<file path="src/fpu_pkg.sv">
// fpu package with operation codes, rounding codes, issued request and float constants
package fpu_pkg;

  ////////////////////////////////////////
  // single-precision field layout
  ////////////////////////////////////////
  localparam int exp_w    = 8;   // exponent bits
  localparam int man_w    = 23;  // stored mantissa bits
  localparam int exp_bias = 127;

  localparam logic [31:0] canon_nan = 32'h7fc0_0000;  // riscv canonical qnan

  // converter normalize bound, one shift per cycle
  localparam int cvt_max_iter = 32;
  localparam int cnt_w        = $clog2(cvt_max_iter);

  ////////////////////////////////////////
  // operation select
  ////////////////////////////////////////
  typedef enum logic [4:0] {
    op_fsgnj     = 5'd5,
    op_fsgnjn    = 5'd6,
    op_fsgnjx    = 5'd7,
    op_fmax      = 5'd8,
    op_fmin      = 5'd9,
    op_feq       = 5'd10,
    op_flt       = 5'd11,
    op_fle       = 5'd12,
    op_fmv       = 5'd13,
    op_fclass    = 5'd14,
    op_fcvt_s_w  = 5'd20,  // signed int to float
    op_fcvt_s_wu = 5'd21   // unsigned int to float
  } fpu_op_e;

  // rounding modes, 5 and 6 reserved
  typedef enum logic [2:0] {
    rm_rne = 3'd0,  // nearest, ties to even
    rm_rtz = 3'd1,  // toward zero
    rm_rdn = 3'd2,  // toward -inf
    rm_rup = 3'd3,  // toward +inf
    rm_rmm = 3'd4,  // nearest, ties away
    rm_dyn = 3'd7   // take frm
  } rnd_mode_e;

  // one issued operation, decoded once at issue
  typedef struct packed {
    fpu_op_e     op;
    rnd_mode_e   rm;          // already resolved, never dyn
    logic [31:0] a;
    logic [31:0] b;
    logic        is_cvt;      // fcvt.s.w or fcvt.s.wu
    logic        cvt_signed;  // fcvt.s.w only
  } fpu_req_t;

endpackage

</file>
<file path="src/fpu_issue.sv">
// fpu issue stage, resolves the rounding mode, decodes the select and registers one request
`timescale 1ns/10ps

module fpu_issue import fpu_pkg::*; (
  input  logic        g_clk,
  input  logic        arst_n,
  input  logic        fp_enable,
  input  logic        stall,
  input  fpu_op_e     fpusel,
  input  rnd_mode_e   frm,
  input  rnd_mode_e   sys_rm,
  input  logic [31:0] a,
  input  logic [31:0] b,
  output fpu_req_t    req,
  output logic        issued
);

  logic      issue;   // accepted this edge
  rnd_mode_e rm_sel;  // before reserved check
  rnd_mode_e rm_res;
  fpu_req_t  req_d;

  // strobe dropped while a conversion holds the unit
  assign issue = fp_enable & ~stall;

  ////////////////////////////////////////
  // rounding mode resolve
  ////////////////////////////////////////
  always_comb begin
    rm_sel = (sys_rm == rm_dyn) ? frm : sys_rm;  // dyn defers to frm
    case (rm_sel)
      rm_rne, rm_rtz, rm_rdn, rm_rup, rm_rmm: rm_res = rm_sel;
      default: rm_res = rm_rne;  // 5, 6 and a dyn frm
    endcase
  end

  // decode once, downstream only looks at the flags
  always_comb begin
    req_d.op         = fpusel;
    req_d.rm         = rm_res;
    req_d.a          = a;
    req_d.b          = b;
    req_d.is_cvt     = (fpusel == op_fcvt_s_w) || (fpusel == op_fcvt_s_wu);
    req_d.cvt_signed = (fpusel == op_fcvt_s_w);
  end

  ////////////////////////////////////////
  // request register
  ////////////////////////////////////////
  always_ff @(posedge g_clk or negedge arst_n) begin
    if (!arst_n) begin
      req    <= '0;
      issued <= 1'b0;
    end else begin
      issued <= issue;  // one-cycle pulse
      if (issue) begin
        req <= req_d;   // held until next issue
      end
    end
  end

endmodule

</file>
<file path="src/fpu_misc_ops.sv">
// fpu single-cycle ops, sign injection, compares, min/max, classify and move
`timescale 1ns/10ps

module fpu_misc_ops import fpu_pkg::*; (
  input  fpu_req_t    req,
  output logic [31:0] misc_res
);

  logic               a_sign, b_sign;
  logic [exp_w-1:0]   a_exp, b_exp;
  logic [man_w-1:0]   a_man, b_man;
  logic               a_nan, b_nan;
  logic               a_zero, b_zero;
  logic               a_inf, a_sub, a_snan;
  logic               any_nan;
  logic               lt_raw;   // total order, -0 below +0
  logic               lt_ieee;  // ieee order, zeros equal
  logic               eq_ieee;
  logic [9:0]         cls;

  ////////////////////////////////////////
  // field split
  ////////////////////////////////////////
  assign a_sign = req.a[31];
  assign b_sign = req.b[31];
  assign a_exp  = req.a[30 -: exp_w];
  assign b_exp  = req.b[30 -: exp_w];
  assign a_man  = req.a[man_w-1:0];
  assign b_man  = req.b[man_w-1:0];

  assign a_nan  = (a_exp == '1) && (a_man != '0);
  assign b_nan  = (b_exp == '1) && (b_man != '0);
  assign a_zero = (req.a[30:0] == '0);
  assign b_zero = (req.b[30:0] == '0);
  assign a_inf  = (a_exp == '1) && (a_man == '0);
  assign a_sub  = (a_exp == '0) && (a_man != '0);
  assign a_snan = a_nan & ~a_man[man_w-1];  // quiet bit clear
  assign any_nan = a_nan | b_nan;

  // sign-magnitude ordering
  always_comb begin
    if (a_sign != b_sign) begin
      lt_raw = a_sign;                        // negative one is lower
    end else if (!a_sign) begin
      lt_raw = req.a[30:0] < req.b[30:0];
    end else begin
      lt_raw = req.a[30:0] > req.b[30:0];     // bigger magnitude is lower
    end
  end

  assign lt_ieee = lt_raw & ~(a_zero & b_zero);
  assign eq_ieee = (req.a == req.b) | (a_zero & b_zero);

  ////////////////////////////////////////
  // fclass, one-hot in riscv bit order
  ////////////////////////////////////////
  always_comb begin
    cls    = '0;
    cls[0] = a_sign & a_inf;
    cls[1] = a_sign & ~a_nan & ~a_inf & (a_exp != '0);  // -normal
    cls[2] = a_sign & a_sub;
    cls[3] = a_sign & a_zero;
    cls[4] = ~a_sign & a_zero;
    cls[5] = ~a_sign & a_sub;
    cls[6] = ~a_sign & ~a_nan & ~a_inf & (a_exp != '0);
    cls[7] = ~a_sign & a_inf;
    cls[8] = a_snan;
    cls[9] = a_nan & ~a_snan;
  end

  ////////////////////////////////////////
  // result select
  ////////////////////////////////////////
  always_comb begin
    case (req.op)
      op_fsgnj:  misc_res = {b_sign, req.a[30:0]};
      op_fsgnjn: misc_res = {~b_sign, req.a[30:0]};
      op_fsgnjx: misc_res = {a_sign ^ b_sign, req.a[30:0]};
      op_fmin, op_fmax: begin
        if (a_nan && b_nan) begin
          misc_res = canon_nan;
        end else if (a_nan) begin
          misc_res = req.b;  // the number wins over nan
        end else if (b_nan) begin
          misc_res = req.a;
        end else if ((req.op == op_fmin) == lt_raw) begin
          misc_res = req.a;
        end else begin
          misc_res = req.b;
        end
      end
      op_feq:    misc_res = {31'd0, ~any_nan & eq_ieee};
      op_flt:    misc_res = {31'd0, ~any_nan & lt_ieee};
      op_fle:    misc_res = {31'd0, ~any_nan & (lt_ieee | eq_ieee)};
      op_fmv:    misc_res = req.a;                  // raw bits
      op_fclass: misc_res = {22'd0, cls};
      default:   misc_res = canon_nan;              // unsupported
    endcase
  end

endmodule

</file>
<file path="src/fpu_int_to_float.sv">
// iterative int to single converter, one normalize shift per cycle then rounding
`timescale 1ns/10ps

module fpu_int_to_float import fpu_pkg::*; (
  input  logic        g_clk,
  input  logic        arst_n,
  input  logic        start,
  input  fpu_req_t    req,
  output logic [31:0] cvt_res,
  output logic        cvt_done
);

  typedef enum logic [1:0] {s_idle, s_norm, s_round, s_done} cvt_state_e;

  cvt_state_e       state;
  logic [31:0]      mag;       // shifted magnitude
  logic             sign;
  logic [cnt_w-1:0] cnt;       // shifts so far
  rnd_mode_e        rm;
  logic [31:0]      mag_in;
  logic [23:0]      sig;
  logic             guard, sticky, round_up;
  logic [24:0]      sig_rnd;   // extra bit catches the carry
  logic [7:0]       exp_pre, exp_fin;

  // 80000000 stays 80000000 as unsigned
  assign mag_in = (req.cvt_signed && req.a[31]) ? (~req.a + 32'd1) : req.a;

  ////////////////////////////////////////
  // rounding on the normalized word
  ////////////////////////////////////////
  assign sig    = mag[31:8];
  assign guard  = mag[7];
  assign sticky = |mag[6:0];

  always_comb begin
    case (rm)
      rm_rtz:  round_up = 1'b0;
      rm_rdn:  round_up = sign & (guard | sticky);
      rm_rup:  round_up = ~sign & (guard | sticky);
      rm_rmm:  round_up = guard;                     // ties away
      default: round_up = guard & (sticky | sig[0]); // rne
    endcase
  end

  assign sig_rnd = {1'b0, sig} + {24'd0, round_up};
  assign exp_pre = 8'(exp_bias + cvt_max_iter - 1) - 8'(cnt);
  assign exp_fin = exp_pre + {7'd0, sig_rnd[24]};  // carry bumps exponent
  assign cvt_done = (state == s_done);

  always_ff @(posedge g_clk or negedge arst_n) begin
    if (!arst_n) begin
      state <= s_idle;
    end else begin
      case (state)
        s_idle:  if (start) state <= (mag_in == '0) ? s_done : s_norm;
        s_norm:  if (mag[31] || mag[30]) state <= s_round;  // top set after this edge
        s_round: state <= s_done;
        default: state <= s_idle;
      endcase
    end
  end

  // datapath
  always_ff @(posedge g_clk) begin
    case (state)
      s_idle: if (start) begin
        mag     <= mag_in;
        sign    <= req.cvt_signed & req.a[31];
        cnt     <= '0;
        rm      <= req.rm;
        cvt_res <= '0;  // zero input is +0
      end
      s_norm: if (!mag[31]) begin
        mag <= mag << 1;
        cnt <= cnt + 1'b1;
      end
      s_round: cvt_res <= {sign, exp_fin, sig_rnd[22:0]};
      default: ;
    endcase
  end

endmodule

</file>
<file path="src/fpu_writeback.sv">
// fpu writeback, picks and registers the result, pulses res_valid and drives stall
`timescale 1ns/10ps

module fpu_writeback (
  input  logic        g_clk,
  input  logic        arst_n,
  input  logic        issued,
  input  logic        is_cvt,
  input  logic [31:0] misc_res,
  input  logic [31:0] cvt_res,
  input  logic        cvt_done,
  output logic [31:0] res,
  output logic        res_valid,
  output logic        stall
);

  logic busy;      // conversion in flight
  logic cvt_go;    // conversion issued last edge
  logic misc_go;   // single-cycle op issued last edge

  assign cvt_go  = issued & is_cvt;
  assign misc_go = issued & ~is_cvt;

  // high from the issued cycle on, so the next strobe is dropped
  assign stall = busy | cvt_go;

  ////////////////////////////////////////
  // result register
  ////////////////////////////////////////
  always_ff @(posedge g_clk or negedge arst_n) begin
    if (!arst_n) begin
      res       <= '0;
      res_valid <= 1'b0;
      busy      <= 1'b0;
    end else begin
      res_valid <= 1'b0;  // pulse by default
      if (cvt_done) begin
        res       <= cvt_res;
        res_valid <= 1'b1;
        busy      <= 1'b0;  // stall drops with res_valid
      end else if (misc_go) begin
        res       <= misc_res;
        res_valid <= 1'b1;
      end
      if (cvt_go) begin
        busy <= 1'b1;
      end
    end
  end

endmodule

</file>
<file path="src/fpu_top.sv">
// fpu top level, issue stage feeding the misc ops, the converter and writeback
`timescale 1ns/10ps

module fpu_top import fpu_pkg::*; (
  input  logic        g_clk,
  input  logic        arst_n,
  input  logic        fp_enable,
  input  fpu_op_e     fpusel,
  input  rnd_mode_e   frm,
  input  rnd_mode_e   sys_rm,
  input  logic [31:0] a,
  input  logic [31:0] b,
  output logic [31:0] res,
  output logic        res_valid,
  output logic        stall
);

  fpu_req_t    req;
  logic        issued;
  logic [31:0] misc_res, cvt_res;
  logic        cvt_done;

  fpu_issue u_issue (
    .g_clk, .arst_n, .fp_enable, .stall, .fpusel, .frm, .sys_rm, .a, .b, .req, .issued
  );

  fpu_misc_ops u_misc (.req, .misc_res);

  // converter only launches on a conversion issue
  fpu_int_to_float u_i2f (
    .g_clk, .arst_n, .start(issued & req.is_cvt), .req, .cvt_res, .cvt_done
  );

  fpu_writeback u_wb (
    .g_clk, .arst_n, .issued, .is_cvt(req.is_cvt), .misc_res, .cvt_res, .cvt_done,
    .res, .res_valid, .stall
  );

endmodule

</file>
<file path="config.mk">
export PLATFORM = sky130hd
export DESIGN_NAME = fpu_top
export DESIGN_NICKNAME = d
export VERILOG_FILES = /design/src/fpu_pkg.sv /design/src/fpu_issue.sv /design/src/fpu_misc_ops.sv /design/src/fpu_int_to_float.sv /design/src/fpu_writeback.sv /design/src/fpu_top.sv
export SDC_FILE = /design/constraint.sdc
export NUM_CORES = 1
export LEC_CHECK = 0
export BUFFER_PORTS_ARGS = -buffer_cell sky130_fd_sc_hd__buf_2
export CORE_MARGIN = 5
export CORE_UTILIZATION = 30
export CTS_BUF_LIST = sky130_fd_sc_hd__clkbuf_8
export DETAILED_ROUTE_END_ITERATION = 7
export MAX_ROUTING_LAYER = met4
export PLACE_DENSITY_LB_ADDON = 0.1
export SYNTH_ARGS = -nofsm -noshare
export SYNTH_HDL_FRONTEND = slang
export SYNTH_SLANG_ARGS = --single-unit
</file>
<file path="constraint.sdc">
create_clock -name g_clk -period 4.6 [get_ports g_clk]
set_input_delay 0.46 -clock g_clk [delete_from_list [all_inputs] [get_ports g_clk]]
set_output_delay 0.46 -clock g_clk [all_outputs]
set_load 0.01 [all_outputs]
</file>
# [After elaboration in Yosys (flattened, before gate mapping)]
# Cells that the tools add are included.
[totals] register_bits=184 input_bits=78 word_cells=160
[classes] addsub=5 order_cmp=2 n_eq_ne=32 muxes=29 n_bitwise=45 n_reduce_logical=30
[op_table] cell="$mux W32" n=10
[op_table] cell="$pmux W32 S9" n=1
[op_table] cell="$pmux W32 S2" n=2
[op_table] cell="$logic_not A31 Y1" n=2
[op_table] cell="$reduce_bool A23 Y1" n=2
[op_table] cell="$eq A5 B4 Y1 const B" n=7
[op_table] cell="$add A32 B1 Y32 const B" n=1
[op_table] cell="$eq A32 B32 Y1" n=1
[op_table] cell="$logic_not A32 Y1" n=1
[op_table] cell="$not A32 Y32" n=1
[op_table] cell="$gt A31 B31 Y1" n=1
[op_table] cell="$lt A31 B31 Y1" n=1
[op_table] cell="$and A1 B1 Y1" n=26
[op_table] cell="$add A24 B1 Y25" n=1
[op_table] cell="$logic_not A23 Y1" n=1
[op_table] cell="$eq A8 B8 Y1 const B" n=2
[op_table] cell="$eq A5 B3 Y1 const B" n=3
[op_table] cell="$eq A3 B2 Y1 const B" n=4
[op_table] cell="$not A1 Y1" n=11
[op_table] cell="$eq A5 B5 Y1 const B" n=2
[op_table] cell="$mux W5" n=2
[op_table] cell="$pmux W5 S2" n=1
[op_table] cell="$eq A3 B3 Y1 const B" n=3
[op_table] cell="$add A8 B1 Y8" n=1
[op_table] cell="28 further kinds" n=56

# [Longest topological paths before layout]
# Gate-level depths: netlist of the first run.
[logic_depth] ltp_word=11 ltp_mapped=17 mapped_depth_nobuf=16

# [Hierarchy]
# From an unflattened synthesis of the first run, not the netlist that was laid out.
[hier_totals] hier_cells=1250 hier_area_um2=11423.5
[modules_own_cells] mod="fpu_int_to_float" n_inst=1 cells_per_inst=470 area_each_um2=4722.0
[modules_own_cells] mod="fpu_issue" n_inst=1 cells_per_inst=320 area_each_um2=2929.1
[modules_own_cells] mod="fpu_writeback" n_inst=1 cells_per_inst=188 area_each_um2=1926.8
[modules_own_cells] mod="fpu_misc_ops" n_inst=1 cells_per_inst=271 area_each_um2=1839.3
[modules_own_cells] mod="fpu_top" n_inst=1 cells_per_inst=1 area_each_um2=6.3

# [Worst setup path before layout of the first run]
# No wires, ideal clock.
[synth_path] kind="register to register" start="register u_i2f.state[1]" end="register u_i2f.cnt[0] (enable)" setup_time_ps=484 arrival_time_ps=3913 t_required_ps=4116 setup_slack_ps=203 stages_incl_launch_ff=7 period_less_slack_ps=4397 path_cell_list="dfrtp_1 > inv_1 > ha_1 > clkbuf_1 > inv_1 > o21ai_0 > a21boi_0"
[synth_between] elab_chain_len=3
[synth_lines] item="start: declaration" line="fpu_int_to_float.sv:15" rtl="cvt_state_e state;"
[synth_lines] item="start signal: assignment" line="fpu_int_to_float.sv:53" rtl="state <= s_idle;"
[synth_lines] item="start signal: assignment" line="fpu_int_to_float.sv:56" rtl="s_idle: if (start) state <= (mag_in == '0) ? s_done : s_norm;"
[synth_lines] item="start signal: assignment" line="fpu_int_to_float.sv:57" rtl="s_norm: if (mag[31] || mag[30]) state <= s_round;"
[synth_lines] item="$eq A2 B1 Y1 / $logic_not A2 Y1 (equally long branches)" line="fpu_int_to_float.sv:66" rtl="case (state)"
[synth_lines] item="$ne A2 B2 Y1 (no source line) (tied with other cells)"
[synth_lines] item="$reduce_and A3 Y1 (no source line) *"
[synth_lines] item="end signal: assignment" line="fpu_int_to_float.sv:76" rtl="cnt <= cnt + 1'b1;"
[synth_lines] item="end: declaration" line="fpu_int_to_float.sv:18" rtl="logic [cnt_w-1:0] cnt;"
# Every way passes the cells marked *; elsewhere a longest branch is shown, timed or not.
# A chain may end at the register's enable or synchronous reset.

# [Final worst setup path of the first run]
[layout_path] start="register, netlist name u_issue.req[56]" end="register u_wb.res[16]"
[layout_between] elab_chain_len=11
[layout_lines] item="$lt A31 B31 Y1 / $gt A31 B31 Y1 (equally long branches)" line="fpu_misc_ops.sv:45, fpu_misc_ops.sv:47"
[layout_lines] item="$mux W1" line="fpu_misc_ops.sv:44" rtl="end else if (!a_sign) begin"
[layout_lines] item="$mux W1" line="fpu_misc_ops.sv:42" rtl="if (a_sign != b_sign) begin"
[layout_lines] item="$eq A1 B1 Y1" line="fpu_misc_ops.sv:86" rtl="end else if ((req.op == op_fmin) == lt_raw) begin"
[layout_lines] item="$mux W32" line="fpu_misc_ops.sv:86"
[layout_lines] item="$mux W32" line="fpu_misc_ops.sv:84" rtl="end else if (b_nan) begin"
[layout_lines] item="$mux W32" line="fpu_misc_ops.sv:82" rtl="end else if (a_nan) begin"
[layout_lines] item="$mux W32 *" line="fpu_misc_ops.sv:80" rtl="if (a_nan && b_nan) begin"
[layout_lines] item="$pmux W32 S9 *" line="fpu_misc_ops.sv:75" rtl="case (req.op)"
[layout_lines] item="$mux W32 *" line="fpu_writeback.sv:41" rtl="end else if (misc_go) begin"
[layout_lines] item="$mux W32 *" line="fpu_writeback.sv:37" rtl="if (cvt_done) begin"
[layout_lines] item="end signal: assignment" line="fpu_writeback.sv:38" rtl="res <= cvt_res;"
[layout_lines] item="end signal: assignment" line="fpu_writeback.sv:42" rtl="res <= misc_res;"
[layout_lines] item="end: declaration" line="fpu_writeback.sv:12" rtl="output logic [31:0] res,"
# Every way passes the cells marked *; elsewhere a longest branch is shown, timed or not. The select of a mux whose other input is x is not followed.

==> results of run 1 <==
==> critical path: cells and delay by family (launching register included) <==
| family | cells | cell delay [ps] |
|---|---|---|
| adder cells (fa/ha/maj) | 1 | 440 |
| AND/OR/NAND/NOR | 3 | 360 |
| AO/OA/AOI/OAI | 5 | 1910 |
| flip-flops | 1 | 590 |
| multiplexers | 1 | 340 |
==> cell families after synthesis <==
logic type,Yosys count
DFF,184
adders and majority gates,41
muxes,42
buffers and inverters,112
and+or+nand+nor,338
xor gates and xnor gates,57
AOI/OAI and AO/OA,269
==> repair_timing <==
item	4_1_cts	5_1_grt
hold buffers	1	0
gates resized for setup	0	0
endpoints found under the setup margin	0	0
hold endpoints to repair	16	0
==> worst max path at each step <==
stage | end | slack (ps) | cells past startpoint
5_1_grt | u_wb.res[17] | 780 | 10
3_3_place_gp | u_wb.res[10] | 1010 | 10
4_1_cts | u_wb.res[11] | 930 | 10
2_1_floorplan | u_i2f.cnt[0] | 200 | 6
6_report | u_wb.res[16] | 890 | 10
3_5_place_dp | u_wb.res[11] | 960 | 10
==> area by class of cell <==
cell class                      instances  area share (%)
Sequential cell                       184            41.9
Tap cell                              455            4.80
Clock buffer                           17            1.97
Inverter                               48            1.52
Multi-Input combinational cell        747            42.7
Clock inverter                         15           0.991
Timing Repair Buffer                  131            6.10
==> metal layers <==
layer / wire length [µm] / global-route usage [%] / share of wire (%) / vias to the layer above
met3: 1790 / 3.16 / 5.0 / 34
li1: - / - / - / 3973
met1: 16800 / 26.3 / 47 / 4229
met5: 0 / - / 0 / -
met2: 16100 / 28.7 / 45 / 255
met4: 833 / 5.32 / 2.3 / 0
==> power by group <==
part / internal (µW) / switching, µW
Combinational: 1220 / 1840
Clock: 385 / 681
Sequential: 2440 / 828
Total: 4040 / 3350
==> metrics by stage <==
step / worst slack [ps] / power [µW]
global route: 776 / 7930
floorplan: 203 / 5110
CTS: 926 / 7460
detailed placement: 956 / 6390
global placement: 1010 / 6390
finish: 891 / 7390
==> placed cells by master (no fill, tap or decap), types with 8 or more instances in the layout <==
cell type	n
and2_1	8
mux2_2	35
a21oi_1	42
clkbuf_8	17
nor4_1	14
nand2_1	87
buf_2	110
a31oi_1	10
ha_1	40
a221o_1	18
nor2_1	78
nor3_1	14
or3_1	9
xnor2_1	27
xor2_1	30
dfrtp_1	111
a22o_1	12
o22ai_1	11
a22oi_1	14
o21ai_0	108
nand3b_1	32
buf_4	19
nand4_1	19
edfxtp_1	73
nand2b_1	8
nand3_1	31
inv_1	45
==> flip-flops by register name, summed over array words and instances (netlist names) <==
| register | cells |
|---|---|
| u_issue.issued | 1 |
| u_i2f.mag | 32 |
| u_issue.req | 74 |
| u_wb.res | 32 |
| u_i2f.cnt | 5 |
| u_wb.busy | 1 |
| u_wb.res_valid | 1 |
| u_i2f.sign | 1 |
| u_i2f.state | 2 |
| u_i2f.rm | 3 |
| u_i2f.cvt_res | 32 |
==> results.yml, run 1 <==
outcome:
  status: "completed"
setup_path:
  worstSetupPathType: "reg -> reg"
  startpoint: "u_issue.req[56]"
  worstSetupEndpointType: "flop"
  reg2reg_from: "u_issue.req[56]"
  path_cells: "ha_1 -> nand4_2 -> o221ai_1 -> nor3_1 -> o31a_1 -> a31o_4 -> nor2_8 -> mux2i_4 -> o21ba_1 -> a221o_1"
  worst_path_largest_cell_delay_ps: 620
  worstPathArrival_ps: 4130
  slowest_stage: "o21ba_1"
  r2r_setup_slack_ps: 890
  reg2reg_depth: 10
  start_kind: "flop"
  crit_fanout: 12
  r2r_end: "u_wb.res[16]"
  worstPathRequired_ps: 5020
grt:
  grt_pass1_vias: 8474
  grt_pass1_wl_um: 54100
  grt_usage_pct: 18.9
  grt-ovfl-total: 0
  grt_max_degree: 64
  antenna_found_initial: 0
timing:
  grt_setup_unrepaired: "no"
  max_freq_mhz: 270
  relSlewSlack_pct: 54.9
  setup_viol: 0
  whs_ps: 162
  slew_viol_final: 0
  layout_min_cycle_time_ps: 3710
  hold_viol: 0
  fin_crit_sh_pct: 80.6
  clock_skew_ps: 20.7
  setup_tns_ps: 0
  worstMarginPinSlew_ps: 677
synth:
  syn_area_per_cell_um2: 10.0
  synthTopCellsByArea: "dfrtp_1 (27%), edfxtp_1 (21%), o21ai_0 (5.2%)"
  yosys.area_share.simple_pct: 17.1
  synth_top_family_by_area: "simple AND/OR/NAND/NOR gates"
  synth_cell_types: 73
  syn_area_um2: 10500
  synth-edff-count: 73
  synth_top_flop_cell: "dfrtp_1"
  yosysSeqAreaShare_pct: 47.5
  ys_ff_latch: 184
  synth-compound-area-share_pct: 16.8
  synth-adder-area-share_pct: 4.91
  synthTopCellsByCount: "dfrtp_1 (111), o21ai_0 (109), nand2_1 (88), nor2_1 (79), edfxtp_1 (73)"
  async_flop_share_pct: 60.3
  synth_mux_area_share_pct: 4.56
  yosysTopAreaCell: "dfrtp_1"
  syn-num-nets: 1162
  synthCells: 1043
  synth.top_cell.area_share_pct: 26.6
  synthXorXnorAreaFrac_pct: 4.77
  yosysMostFrequentCell: "dfrtp_1"
  yosys_warnings: 0
cells_and_area:
  drive_above_1_share_pct: 20.1
  postLayoutCoreUtil_pct: 34.4
  multi_input_area_um2: 5070
  nNetsFinal: 1248
  seqCellArea_um2: 4970
  fillCellCount: 3583
  fin_cells: 1597
  areaGrowthSynthToFinish_pct: 13.5
  design_area_um2: 11900
  antenna_cells: 0
detailed_routing:
  vias_per_cell: 5.32
  dr.pass1.iters: 5
  num_vias: 8491
  drt-wirelength-per-cell_um: 22.3
  drc: 0
  drt_iter0_drc: 542
  postRouteAntennaNets: 0
  wl_um: 35600
clock_tree:
  cts_setup_buffers: 0
  clk_latency_ps: 490
  clock_sinks: 184
  clk_path_buf_depth: 2
  cts_root_buf: "clkbuf_8"
  clk_pin_slew_ps: 110
  cts_tree: "built"
  cts_buffers: 17
  cts_max_level: 4
placed_design:
  portBuffers: 111
  routabilityCongestion: 0.840
  placed_area_um2: 11500
  dp_hpwl_um: 26700
  dp_cells: 1564
floorplanning:
  design.portCount: 112
  die_w_um: 197
  die_area_um2: 38700
  num_rows: 68
  die_h_um: 197
  core_area_um2: 34500
  start_util_pct: 30.3
flow_run:
  drv_cap: 0
power_and_ir_drop:
  power_density_nw_per_um2: 623
  ir_drop_uv: 269
  p_leak_uw: 0.00462
worst_hold_path:
  hp-start: "b[31]"
  holdPathStages: 3
  min_to: "u_issue.req[33]"
  min_path_type: "in -> reg"
Note: power is estimated with default switching activity, not from simulation.
==> run 2: changes to the inputs <==
==> constraint.sdc (replaced) <==
create_clock -name g_clk -period 3.7 [get_ports g_clk]
set_input_delay 0.37 -clock g_clk [delete_from_list [all_inputs] [get_ports g_clk]]
set_output_delay 0.37 -clock g_clk [all_outputs]
set_load 0.01 [all_outputs]
==> run 2 against run 1 <==
Against the previous run:
- clock power grew 45%
- highest routed layer unchanged
- clock skew grew 1.3 ps
- utilization grew 1.1 points
- sequential power grew 18%
- routed wire length grew 2.0%
- first-iteration DRC count grew 15%
- die area is the same
- critical path depth is the same
- via count grew 2.4%
- final cell count grew 2.2%
- total power grew 30%
==> results.yml, run 2 (synthesis gave the netlist of run 1 again) <==
outcome:
  status: "completed"
clock_tree:
  clk_pin_slew_ps: 110
  cts_buffers: 17
  cts_root_buf: "clkbuf_8"
  cts_setup_buffers: 0
  cts_max_level: 4
  cts_tree: "built"
  clock_sinks: 184
  clk_latency_ps: 500
  clk_path_buf_depth: 2
placed_design:
  portBuffers: 111
  routabilityCongestion: 0.903
  dp_hpwl_um: 27800
floorplanning:
  die_h_um: 197
  start_util_pct: 30.3
  die_w_um: 197
  die_area_um2: 38700
  num_rows: 68
  design.portCount: 112
  core_area_um2: 34500
grt:
  grt-ovfl-total: 0
  grt_pass1_wl_um: 54700
  grt_usage_pct: 19.3
  grt_max_degree: 64
  antenna_found_initial: 1
  grt_pass1_vias: 8705
detailed_routing:
  wl_um: 36300
  dr.pass1.iters: 4
  num_vias: 8696
  vias_per_cell: 5.33
  drc: 0
  drt_iter0_drc: 626
  postRouteAntennaNets: 0
  drt-wirelength-per-cell_um: 22.2
timing:
  relSlewSlack_pct: 53.9
  hold_viol: 0
  clock_skew_ps: 22.0
  slew_viol_final: 0
  setup_tns_ps: 0
  layout_min_cycle_time_ps: 3530
  grt_setup_unrepaired: "no"
  max_freq_mhz: 283
  fin_crit_sh_pct: 95.4
  worstMarginPinSlew_ps: 686
  setup_viol: 0
cells_and_area:
  largest_reg_flops: 74
  most-common-layout-cells: "dfrtp_1 (111), buf_2 (110), o21ai_0 (108)"
  areaGrowthSynthToFinish_pct: 17.0
  regMostFlops: "u_issue.req"
  mostFrequentLayoutCell: "dfrtp_1"
  nNetsFinal: 1282
  drive_above_1_share_pct: 22.7
  fillCellCount: 3562
worst_hold_path:
  min_path_type: "in -> reg"
setup_path:
  path_cells: "ha_1 -> nand4_1 -> nor4_1 -> and3_2 -> o41ai_4 -> a31o_4 -> nor2_8 -> mux2i_4 -> o21ba_2 -> a221o_1"
  cp_num_buf_inv: 0
  path_delay_family: "compound AO/OA/AOI/OAI gates"
  crit_fanout: 12
  slowest_stage: "dfrtp_1"
  start_kind: "flop"
  worstPathRequired_ps: 4130
  worstPathArrival_ps: 3960
  worstSetupPathType: "reg -> reg"
  worstSetupEndpointType: "flop"
  worst_path_largest_cell_delay_ps: 530
flow_run:
  drv_cap: 0
power_and_ir_drop:
  p_leak_uw: 0.00483
  finalPower_uw: 9630
  power_density_nw_per_um2: 787
  ir_drop_uv: 284
==> run 2: cell types whose count changed in the layout (fill, tap and decap cells not counted), moves of 2 or more <==
cell,before,now
clkinvlp_4,4,2
bufinv_16,0,3
buf_4,19,51
buf_12,1,3
==> run 2: layer usage <==
metal / global-route usage, % / vias to the layer above / wire, µm
li1: - / 4059 / -
met2: 29.1 / 257 / 16300
met4: 7.24 / 0 / 1260
met3: 3.20 / 56 / 1800
met5: - / - / 0
met1: 26.2 / 4324 / 17000
==> run 2: stage by stage <==
| step | cells | util (%) | worst slack, ps | instance area (µm²) | hold slack, ps |
|---|---|---|---|---|---|
| 2_1_floorplan | 1043 | - | 155 | 10500 | 74.4 |
| 6_report | 1632 | 35.5 | 170 | 12200 | 56.4 |
| 3_3_place_gp | 1598 | 34.2 | -38.6 | 11800 | 375 |
| 3_5_place_dp | 1598 | 34.2 | -54.0 | 11800 | 372 |
| 4_1_cts | 1631 | 35.5 | 131 | 12200 | 26.8 |
| 5_1_grt | 1632 | 35.5 | 9.86 | 12200 | 36.4 |
==> run 2: worst paths after layout <==
path | to | slack [ps] | startpoint | cells past startpoint
max | u_wb.res[12] | 170 | u_issue.req[62] | 10
min | u_issue.req[33] | 60 | b[31] | 3
max reg2reg | u_wb.res[12] | 170 | u_issue.req[62] | 10
min reg2reg | u_i2f.rm[1] | 460 | u_issue.req[67] | 0
max in group asynchronous | u_issue.req[24] | 2580 | arst_n | 3
min in group asynchronous | u_issue.req[27] | 380 | arst_n | 2
==> run 2: cell type report <==
type                            count  area [µm²]  share of cell area (%)
Multi-Input combinational cell    747        5080                    41.5
Tap cell                          455         569                    4.65
Antenna cell                        1        2.50                  0.0204
Clock buffer                       18         248                    2.02
Sequential cell                   184        4970                    40.6
Inverter                           48         180                    1.47
Clock inverter                     14         186                    1.52
Timing Repair Buffer              165        1000                    8.20
==> run 2: worst register-to-register path, cell delays in order, from the launching register on <==
cell and delay [ps]:
dfrtp_1 530, ha_1 360, nand4_1 180, nor4_1 390
and3_2 360, o41ai_4 170, a31o_4 310, nor2_8 120
mux2i_4 340, o21ba_2 460, a221o_1 250
==> run 2: where the power goes <==
group	internal [µW]	leakage, µW	switching (µW)	total, µW
clock	707	0.000214	838	1550
combinational	1670	0.00259	2570	4240
sequential	3040	0.00203	809	3850
==> run 2: timing repair <==
item                                    CTS  global route
endpoints found under the setup margin   12             2
endpoints found under the hold margin    34             0
gates resized for setup                   1             1
hold buffers                              1             0
